## src/source/rv_params.svh

```systemverilog
// --------------------
// Fixed RV32I widths for the decode and execute slice.
// --------------------
`ifndef RV_PARAMS_SVH
`define RV_PARAMS_SVH

// Data and pc width.
`define RV_XLEN       32

// Architectural register count and index width.
`define RV_REG_COUNT  32
`define RV_REG_ADDR_W 5

`endif

```

## src/source/rv_pkg.sv

```systemverilog
// --------------------
// RV32I slice types: opcodes, ALU operations and control groups.
// --------------------
package rv_pkg;

    // Major opcodes handled by the decoder.
    typedef enum logic [6:0] {
        OP     = 7'b0110011,
        OP_IMM = 7'b0010011,
        LUI    = 7'b0110111,
        BRANCH = 7'b1100011
    } opcode_e;

    // ALU operations.
    // PASS_B forwards the second operand, used by lui.
    typedef enum logic [3:0] {
        ADD    = 4'd0,
        SUB    = 4'd1,
        AND    = 4'd2,
        OR     = 4'd3,
        XOR    = 4'd4,
        SLT    = 4'd5,
        SLTU   = 4'd6,
        SLL    = 4'd7,
        SRL    = 4'd8,
        SRA    = 4'd9,
        PASS_B = 4'd10
    } alu_op_e;

    // Execute control group.
    // funct3 selects the branch comparison when is_branch is set.
    typedef struct packed {
        alu_op_e    alu_op;
        logic       alu_src_imm;
        logic       is_branch;
        logic [2:0] funct3;
    } ex_ctrl_t;

    // Write-back control group.
    typedef struct packed {
        logic reg_write;
    } wb_ctrl_t;

endpackage

```

## src/source/id_ex_if.sv

```systemverilog
// --------------------
// One decoded instruction as it moves from decode towards execute.
// --------------------
`timescale 1ns/1ps
`include "rv_params.svh"

interface id_ex_if;
    import rv_pkg::*;

    // Set when the slot holds a real instruction.
    logic                      valid;

    // Program counter of the instruction.
    logic [`RV_XLEN-1:0]       pc;

    // Operands as read from the register file.
    logic [`RV_XLEN-1:0]       rs1_data;
    logic [`RV_XLEN-1:0]       rs2_data;

    // Sign-extended or shifted immediate.
    logic [`RV_XLEN-1:0]       imm;

    // Destination register index.
    logic [`RV_REG_ADDR_W-1:0] rd;

    // Control groups.
    ex_ctrl_t                  ex;
    wb_ctrl_t                  wb;

    // Producer side.
    modport source (
        output valid, pc, rs1_data, rs2_data, imm, rd, ex, wb
    );

    // Consumer side.
    modport sink (
        input valid, pc, rs1_data, rs2_data, imm, rd, ex, wb
    );

endinterface

```

## src/source/core_id_ex_top.sv

```systemverilog
// --------------------
// Decode and execute slice: register file, decode, ID/EX and execute.
// --------------------
`timescale 1ns/1ps
`include "rv_params.svh"

module core_id_ex_top (
    input  logic                      reg_id_ex_wiring,
    input  logic                      arst_n,
    input  logic                      in_valid,
    input  logic [31:0]               in_instr,
    input  logic [`RV_XLEN-1:0]       in_pc,
    input  logic                      flush,
    output logic                      out_valid,
    output logic [`RV_REG_ADDR_W-1:0] out_rd,
    output logic [`RV_XLEN-1:0]       out_result,
    output logic                      redirect_valid,
    output logic [`RV_XLEN-1:0]       redirect_pc
);

    logic [`RV_REG_ADDR_W-1:0] rs1_addr;
    logic [`RV_REG_ADDR_W-1:0] rs2_addr;
    logic [`RV_XLEN-1:0]       rs1_data;
    logic [`RV_XLEN-1:0]       rs2_data;
    logic                      wr_en;
    logic [`RV_REG_ADDR_W-1:0] wr_addr;
    logic [`RV_XLEN-1:0]       wr_data;
    logic                      kill;

    // Decode to ID/EX, then ID/EX to execute.
    id_ex_if id_bus ();
    id_ex_if ex_bus ();

    reg_file u_reg_file (
        .reg_id_ex_wiring (reg_id_ex_wiring),
        .arst_n           (arst_n),
        .rs1_addr         (rs1_addr),
        .rs2_addr         (rs2_addr),
        .wr_en            (wr_en),
        .wr_addr          (wr_addr),
        .wr_data          (wr_data),
        .rs1_data         (rs1_data),
        .rs2_data         (rs2_data)
    );

    inst_decode u_inst_decode (
        .in_valid (in_valid),
        .in_instr (in_instr),
        .in_pc    (in_pc),
        .rs1_data (rs1_data),
        .rs2_data (rs2_data),
        .rs1_addr (rs1_addr),
        .rs2_addr (rs2_addr),
        .id_bus   (id_bus.source)
    );

    register_id_ex u_register_id_ex (
        .reg_id_ex_wiring (reg_id_ex_wiring),
        .arst_n           (arst_n),
        .flush            (flush),
        .kill             (kill),
        .id_bus           (id_bus.sink),
        .ex_bus           (ex_bus.source)
    );

    exec_stage u_exec_stage (
        .reg_id_ex_wiring (reg_id_ex_wiring),
        .arst_n           (arst_n),
        .ex_bus           (ex_bus.sink),
        .wr_en            (wr_en),
        .wr_addr          (wr_addr),
        .wr_data          (wr_data),
        .kill             (kill),
        .out_valid        (out_valid),
        .out_rd           (out_rd),
        .out_result       (out_result),
        .redirect_valid   (redirect_valid),
        .redirect_pc      (redirect_pc)
    );

endmodule

```

## src/source/exec_stage.sv

```systemverilog
// --------------------
// Execute stage: ALU, branch compare, registered result and redirect.
// --------------------
`timescale 1ns/1ps
`include "rv_params.svh"

module exec_stage (
    input  logic                      reg_id_ex_wiring,
    input  logic                      arst_n,
    id_ex_if.sink                     ex_bus,
    output logic                      wr_en,
    output logic [`RV_REG_ADDR_W-1:0] wr_addr,
    output logic [`RV_XLEN-1:0]       wr_data,
    output logic                      kill,
    output logic                      out_valid,
    output logic [`RV_REG_ADDR_W-1:0] out_rd,
    output logic [`RV_XLEN-1:0]       out_result,
    output logic                      redirect_valid,
    output logic [`RV_XLEN-1:0]       redirect_pc
);
    import rv_pkg::*;

    logic [`RV_XLEN-1:0] op_a;
    logic [`RV_XLEN-1:0] op_b;
    logic [`RV_XLEN-1:0] alu_result;
    logic [`RV_XLEN-1:0] target;
    logic [4:0]          shamt;
    logic                cond;

    assign op_a  = ex_bus.rs1_data;
    assign op_b  = ex_bus.ex.alu_src_imm ? ex_bus.imm : ex_bus.rs2_data;
    assign shamt = op_b[4:0];

    always_comb begin
        case (ex_bus.ex.alu_op)
            ADD:     alu_result = op_a + op_b;
            SUB:     alu_result = op_a - op_b;
            AND:     alu_result = op_a & op_b;
            OR:      alu_result = op_a | op_b;
            XOR:     alu_result = op_a ^ op_b;
            SLT:     alu_result = {31'b0, $signed(op_a) < $signed(op_b)};
            SLTU:    alu_result = {31'b0, op_a < op_b};
            SLL:     alu_result = op_a << shamt;
            SRL:     alu_result = op_a >> shamt;
            SRA:     alu_result = $unsigned($signed(op_a) >>> shamt);
            default: alu_result = op_b;
        endcase
    end

    // Branch compare always uses rs2, never the immediate.
    always_comb begin
        case (ex_bus.ex.funct3)
            3'b000:  cond = (op_a == ex_bus.rs2_data);
            3'b001:  cond = (op_a != ex_bus.rs2_data);
            3'b100:  cond = ($signed(op_a) < $signed(ex_bus.rs2_data));
            3'b101:  cond = ($signed(op_a) >= $signed(ex_bus.rs2_data));
            default: cond = 1'b0;
        endcase
    end

    assign target = ex_bus.pc + ex_bus.imm;
    assign kill   = ex_bus.valid && ex_bus.ex.is_branch && cond;

    // Write-back goes to the register file at the end of this cycle.
    assign wr_en   = ex_bus.valid && !ex_bus.ex.is_branch && ex_bus.wb.reg_write;
    assign wr_addr = ex_bus.rd;
    assign wr_data = alu_result;

    always_ff @(posedge reg_id_ex_wiring or negedge arst_n) begin
        if (!arst_n) begin
            out_valid      <= 1'b0;
            out_rd         <= '0;
            out_result     <= '0;
            redirect_valid <= 1'b0;
            redirect_pc    <= '0;
        end else begin
            out_valid      <= wr_en;
            out_rd         <= wr_addr;
            out_result     <= wr_data;
            redirect_valid <= kill;
            redirect_pc    <= target;
        end
    end

endmodule

```

## src/source/inst_decode.sv

```systemverilog
// --------------------
// Instruction decode: operand read, immediate and control generation.
// --------------------
`timescale 1ns/1ps
`include "rv_params.svh"

module inst_decode (
    input  logic                      in_valid,
    input  logic [31:0]               in_instr,
    input  logic [`RV_XLEN-1:0]       in_pc,
    input  logic [`RV_XLEN-1:0]       rs1_data,
    input  logic [`RV_XLEN-1:0]       rs2_data,
    output logic [`RV_REG_ADDR_W-1:0] rs1_addr,
    output logic [`RV_REG_ADDR_W-1:0] rs2_addr,
    id_ex_if.source                   id_bus
);
    import rv_pkg::*;

    logic [6:0]          opcode;
    logic [2:0]          funct3;
    logic                funct7_b5;
    logic [`RV_XLEN-1:0] imm_i;
    logic [`RV_XLEN-1:0] imm_u;
    logic [`RV_XLEN-1:0] imm_b;

    // Shared funct3 map for register and immediate ALU forms.
    // alt picks sub over add and sra over srl.
    function automatic alu_op_e alu_sel(input logic [2:0] f3, input logic alt);
        alu_op_e op;
        case (f3)
            3'b000:  op = alt ? SUB : ADD;
            3'b001:  op = SLL;
            3'b010:  op = SLT;
            3'b011:  op = SLTU;
            3'b100:  op = XOR;
            3'b101:  op = alt ? SRA : SRL;
            3'b110:  op = OR;
            default: op = AND;
        endcase
        return op;
    endfunction

    assign opcode    = in_instr[6:0];
    assign funct3    = in_instr[14:12];
    assign funct7_b5 = in_instr[30];

    assign rs1_addr  = in_instr[19:15];
    assign rs2_addr  = in_instr[24:20];

    // Immediate formats.
    assign imm_i = {{20{in_instr[31]}}, in_instr[31:20]};
    assign imm_u = {in_instr[31:12], 12'b0};
    assign imm_b = {{19{in_instr[31]}}, in_instr[31], in_instr[7],
                    in_instr[30:25], in_instr[11:8], 1'b0};

    always_comb begin
        // Anything not matched below leaves a bubble.
        id_bus.valid          = 1'b0;
        id_bus.pc             = in_pc;
        id_bus.rs1_data       = rs1_data;
        id_bus.rs2_data       = rs2_data;
        id_bus.rd             = in_instr[11:7];
        id_bus.imm            = imm_i;
        id_bus.ex.alu_op      = ADD;
        id_bus.ex.alu_src_imm = 1'b0;
        id_bus.ex.is_branch   = 1'b0;
        id_bus.ex.funct3      = funct3;
        id_bus.wb.reg_write   = 1'b0;

        case (opcode)
            OP: begin
                id_bus.valid        = in_valid;
                id_bus.ex.alu_op    = alu_sel(funct3, funct7_b5);
                id_bus.wb.reg_write = 1'b1;
            end
            OP_IMM: begin
                // Bit 30 belongs to the immediate except for the shifts.
                id_bus.valid          = in_valid;
                id_bus.ex.alu_op      = alu_sel(funct3, (funct3 == 3'b101) && funct7_b5);
                id_bus.ex.alu_src_imm = 1'b1;
                id_bus.wb.reg_write   = 1'b1;
            end
            LUI: begin
                id_bus.valid          = in_valid;
                id_bus.imm            = imm_u;
                id_bus.ex.alu_op      = PASS_B;
                id_bus.ex.alu_src_imm = 1'b1;
                id_bus.wb.reg_write   = 1'b1;
            end
            BRANCH: begin
                // Only beq, bne, blt and bge are supported.
                id_bus.valid        = in_valid && (funct3 inside {3'b000, 3'b001, 3'b100, 3'b101});
                id_bus.imm          = imm_b;
                id_bus.ex.is_branch = 1'b1;
            end
            default: begin
                id_bus.valid = 1'b0;
            end
        endcase
    end

endmodule

```

## src/source/reg_file.sv

```systemverilog
// --------------------
// Integer register file, 32 x 32 bits, two read ports and one write port.
// --------------------
`timescale 1ns/1ps
`include "rv_params.svh"

module reg_file (
    input  logic                      reg_id_ex_wiring,
    input  logic                      arst_n,
    input  logic [`RV_REG_ADDR_W-1:0] rs1_addr,
    input  logic [`RV_REG_ADDR_W-1:0] rs2_addr,
    input  logic                      wr_en,
    input  logic [`RV_REG_ADDR_W-1:0] wr_addr,
    input  logic [`RV_XLEN-1:0]       wr_data,
    output logic [`RV_XLEN-1:0]       rs1_data,
    output logic [`RV_XLEN-1:0]       rs2_data
);

    logic [`RV_XLEN-1:0] regs [`RV_REG_COUNT];

    // Synchronous write.
    // x0 is cleared by reset and never written, so it reads as zero.
    always_ff @(posedge reg_id_ex_wiring or negedge arst_n) begin
        if (!arst_n) begin
            for (int i = 0; i < `RV_REG_COUNT; i++) begin
                regs[i] <= '0;
            end
        end else if (wr_en && (wr_addr != '0)) begin
            regs[wr_addr] <= wr_data;
        end
    end

    // Asynchronous read.
    // A write and a read of the same register in one cycle return the old value.
    assign rs1_data = regs[rs1_addr];
    assign rs2_data = regs[rs2_addr];

endmodule

```

## src/source/register_id_ex.sv

```systemverilog
// --------------------
// ID/EX pipeline register with valid bit, flush and branch kill.
// --------------------
`timescale 1ns/1ps

module register_id_ex (
    input  logic     reg_id_ex_wiring,
    input  logic     arst_n,
    input  logic     flush,
    input  logic     kill,
    id_ex_if.sink    id_bus,
    id_ex_if.source  ex_bus
);

    // Valid bit.
    // A flush or a taken branch in execute squashes the incoming slot.
    always_ff @(posedge reg_id_ex_wiring or negedge arst_n) begin
        if (!arst_n) begin
            ex_bus.valid <= 1'b0;
        end else begin
            ex_bus.valid <= id_bus.valid && !flush && !kill;
        end
    end

    // Payload and control groups, captured every cycle.
    always_ff @(posedge reg_id_ex_wiring or negedge arst_n) begin
        if (!arst_n) begin
            ex_bus.pc       <= '0;
            ex_bus.rs1_data <= '0;
            ex_bus.rs2_data <= '0;
            ex_bus.imm      <= '0;
            ex_bus.rd       <= '0;
            ex_bus.ex       <= '0;
            ex_bus.wb       <= '0;
        end else begin
            ex_bus.pc       <= id_bus.pc;
            ex_bus.rs1_data <= id_bus.rs1_data;
            ex_bus.rs2_data <= id_bus.rs2_data;
            ex_bus.imm      <= id_bus.imm;
            ex_bus.rd       <= id_bus.rd;
            ex_bus.ex       <= id_bus.ex;
            ex_bus.wb       <= id_bus.wb;
        end
    end

endmodule

```

## config.mk

```make
export PLATFORM = sky130hd
export DESIGN_NAME = core_id_ex_top
export DESIGN_NICKNAME = d
export VERILOG_FILES = /design/src/source/rv_pkg.sv /design/src/source/id_ex_if.sv /design/src/source/core_id_ex_top.sv /design/src/source/exec_stage.sv /design/src/source/inst_decode.sv /design/src/source/reg_file.sv /design/src/source/register_id_ex.sv
export VERILOG_INCLUDE_DIRS = /design/src /design/src/source
export SDC_FILE = /design/constraint.sdc
export NUM_CORES = 2
export LEC_CHECK = 0
export ABC_CLOCK_PERIOD_IN_PS = 11650
export BUFFER_PORTS_ARGS = -buffer_cell sky130_fd_sc_hd__buf_2
export CAP_MARGIN = 10
export CORE_MARGIN = 2
export CORE_UTILIZATION = 49
export CTS_CLUSTER_DIAMETER = 200
export DETAILED_ROUTE_END_ITERATION = 8
export SYNTH_ARGS = -nofsm -noshare
export SYNTH_HDL_FRONTEND = slang
export SYNTH_HIERARCHICAL = 1
export SYNTH_SLANG_ARGS = --single-unit
export TNS_END_PERCENT = 10
```

## constraint.sdc

```tcl
create_clock -name reg_id_ex_wiring -period 11.65 [get_ports reg_id_ex_wiring]
set_clock_uncertainty 0.2 [all_clocks]
set_input_delay 2.33 -clock reg_id_ex_wiring [delete_from_list [all_inputs] [get_ports reg_id_ex_wiring]]
set_output_delay 2.33 -clock reg_id_ex_wiring [all_outputs]
set_load 0.03 [all_outputs]
```

==> reports/qor.txt <==
status = complete, no violations
Worst-Margin Slew = 1.35 ns
Setup Buffers After CTS = 0
GRT Resource Usage Total = 0.341
DIE WIDTH = 395 um
die area = 156000 sq um
WP buf/inv = 2
cts hold-fix bufs = 0
crit path capture type = register
DR vias/cell = 6.51
CTS Root Cell = clkbuf_16
Peak VDD IR = 152 uV
Die H = 395 um
CTS HTree Levels = 4
final-report hold violation count = 0
reg2reg path depth = 15
top cells by count, synth = 1239 x dfrtp_1, 1092 x mux2i_1, 957 x mux2_2, 418 x nand2_1, 387 x a21oi_1
Port Buf Inserts = 138
Max Transition Viols Final = 0
Setup-failing EPs final = 0
Yosys reg bits = 1239
Post-route DRC = 0
fraction of the yosys area taken by sequential cells = 0.415
worst min path class = register to register
asr flop ratio synth = 1.00
post-CTS sizing = 0
Critical Path Max Stage Delay = 0.71 ns
dominant cell type by area after synthesis = dfrtp_1
CP max stage cell = nor4_1
Hold Crit Depth = 0
leakage power = 0.0391 uW
DRT Pass-1 Iters = 5
post-DP HPWL = 161000 um
main flop type after synthesis = dfrtp_1
share of layout cells above drive strength 1 = 0.241
synthesized area = 74800 sq um
post-synth top area share = 0.415
CTS clk-pin slew, worst paths = 0.06 ns
Arrival @ worst endpoint = 7.32 ns
final core occ = 0.529
post-synth cell types = 107
via count = 56800
vias in the first global route = 55800
placer congestion estimate = 1.04
CTS max path bufs = 3
antenna-violating nets left = 0
Synth Instances = 6884
clk_lat worst skew = 0.80 ns
fin crit share = 0.589
Ys Warns = 6
initial antenna violation count = 12
Crit path depth = 15
Starting Density = 0.493
fin crit period = 6.86 ns
element type at the critical path start = register
CP delay by family, top = compound AO/OA/AOI/OAI gates
IO Pins = 139
Relative slew margins = 0.0790
top-count cell post-synth = dfrtp_1
Req. time, crit path = 12.11 ns
Setup Crit Path Kind = register to register
Post-synth EDFFs = 0
DR WL/cell = 31.1 um
CTS buffer count = 142
Post-Route Setup TNS = 0 ns
cell area power density = 145 nW/um^2
Mapped Nets = 7116
Fmax achieved = 146 MHz
TritonCTS clock tree = yes
DRT Wirelength = 271000 um
CTS sink cnt = 1239
unrepaired setup endpoints after global routing = no
area growth from synthesis to layout = 7.39%
maxcap violations = 0
grt ovf = 0
Nets = 6816
core outline area = 152000 sq um
first-pass GRT wire length = 391000 um
DRT iter0 DRCs = 6229
average instance area after synthesis = 10.9 sq um
synth top area cells = dfrtp_1 41%, mux2i_1 15%, mux2_2 14%
critical-path maximum fanout = 72
final hold slack = 0.202 ns
Filler Cells Inserted = 13500
worst path cell trace = mux2i_4 > buf_4 > inv_4 > ha_1 > fa_1 > o21bai_1 > a2111oi_4 > nor4_1 > or4_1 > a31o_2 > a21oi_4 > xor2_1 > a2111oi_0 > a22oi_2 > mux2_1
largest net degree at the start of global routing = 186
row count = 143
## metal layers
| layer | vias to the layer above | routed length (um) | global-route usage |
|---|---|---|---|
| met5 | - | 11 | 0 |
| met4 | 4 | 12900 | 0.151 |
| met3 | 583 | 22900 | 0.0673 |
| met2 | 2592 | 120000 | 0.519 |
| li1 | 24400 | - | - |
| met1 | 29200 | 116000 | 0.471 |
## area by class of cell
class	count	area (sq um)	area share
Antenna cell	5	12.5	0.000156
Clock buffer	199	4050	0.0504
Clock inverter	45	649	0.00809
Inverter	136	513	0.00639
Multi-Input combinational cell	4784	39500	0.492
Sequential cell	1239	31000	0.386
Tap cell	2030	2540	0.0316
Timing Repair Buffer	281	2010	0.0250
## flip-flops by register name, summed over array words and instances (netlist names)
| name | flops |
|---|---|
| u_reg_file/regs | 1024 |
| u_exec_stage/out_result | 32 |
| u_exec_stage/redirect_pc | 32 |
| u_register_id_ex/ex_bus.imm | 32 |
| u_register_id_ex/ex_bus.pc | 32 |
| u_register_id_ex/ex_bus.rs1_data | 32 |
| u_register_id_ex/ex_bus.rs2_data | 32 |
| u_register_id_ex/ex_bus.ex | 9 |
| u_exec_stage/out_rd | 5 |
| u_register_id_ex/ex_bus.rd | 5 |
| u_exec_stage/out_valid | 1 |
| u_exec_stage/redirect_valid | 1 |
| u_register_id_ex/ex_bus.valid | 1 |
| u_register_id_ex/ex_bus.wb | 1 |
## logic make-up (layout without fill, tap and decap cells)
| family | after synthesis | after routing | synth area share |
|---|---|---|---|
| xor gates and xnor gates | 65 | 65 | 0.00761 |
| and+or+nand+nor | 1149 | 1149 | 0.0723 |
| buffers and inverters | 861 | 661 | 0.0611 |
| muxes | 2100 | 2100 | 0.300 |
| other | 0 | 5 | 0 |
| AOI/OAI and AO/OA | 1306 | 1306 | 0.117 |
| adders and majority gates | 164 | 164 | 0.0277 |
| DFF | 1239 | 1239 | 0.415 |
## path summary, 6_finish.rpt
path	end	slack, ns	from
worst min register to register	u_reg_file/regs[1012]$_DFFE_PN0P_	0.20	u_reg_file/regs[1012]$_DFFE_PN0P_
worst min-delay path	u_reg_file/regs[1012]$_DFFE_PN0P_	0.20	u_reg_file/regs[1012]$_DFFE_PN0P_
min in group asynchronous	u_exec_stage/redirect_pc[8]$_DFF_PN0_	1.24	arst_n
max in group asynchronous	u_reg_file/regs[529]$_DFFE_PN0P_	7.32	arst_n
worst max-delay path	u_reg_file/regs[602]$_DFFE_PN0P_	4.79	u_register_id_ex/ex_bus.ex[4]$_DFF_PN0_
worst max register to register	u_reg_file/regs[602]$_DFFE_PN0P_	4.79	u_register_id_ex/ex_bus.ex[4]$_DFF_PN0_
## layout by cell type (no fill, tap or decap), drive strengths merged, types with 16 or more instances in the layout
cell type,count
a22o,131
a21oi,396
mux2,996
a21o,63
nor2b,32
o31ai,20
o22ai,22
nor3,117
a2111oi,16
nor2,218
buf,281
clkbuf,199
nand4,19
xnor2,51
ha,161
o211ai,36
nand3,244
a22oi,207
clkinv,26
o21ai,148
nand2b,18
dfrtp,1239
inv,141
a211oi,41
nand2,419
mux2i,1096
a31oi,92
## through the flow
stage	cell area [sq um]	power (uW)	setup slack, ns	std cells
after global placement	75600	7090	5.10	8469
final	80300	11600	4.79	8719
after floorplan	74800	6160	6.95	6884
after CTS	80300	11700	4.94	8713
after global routing	80300	12100	4.53	8714
after detailed placement	75600	7090	4.99	8469
## power breakdown
| group | internal, uW | total [uW] | switching (uW) |
|---|---|---|---|
| registers | 4410 | 4530 | 121 |
| logic | 709 | 2560 | 1850 |
| clock network | 2670 | 4540 | 1870 |
| total | 7790 | 11600 | 3840 |
Power figures use the tool's default switching activity.
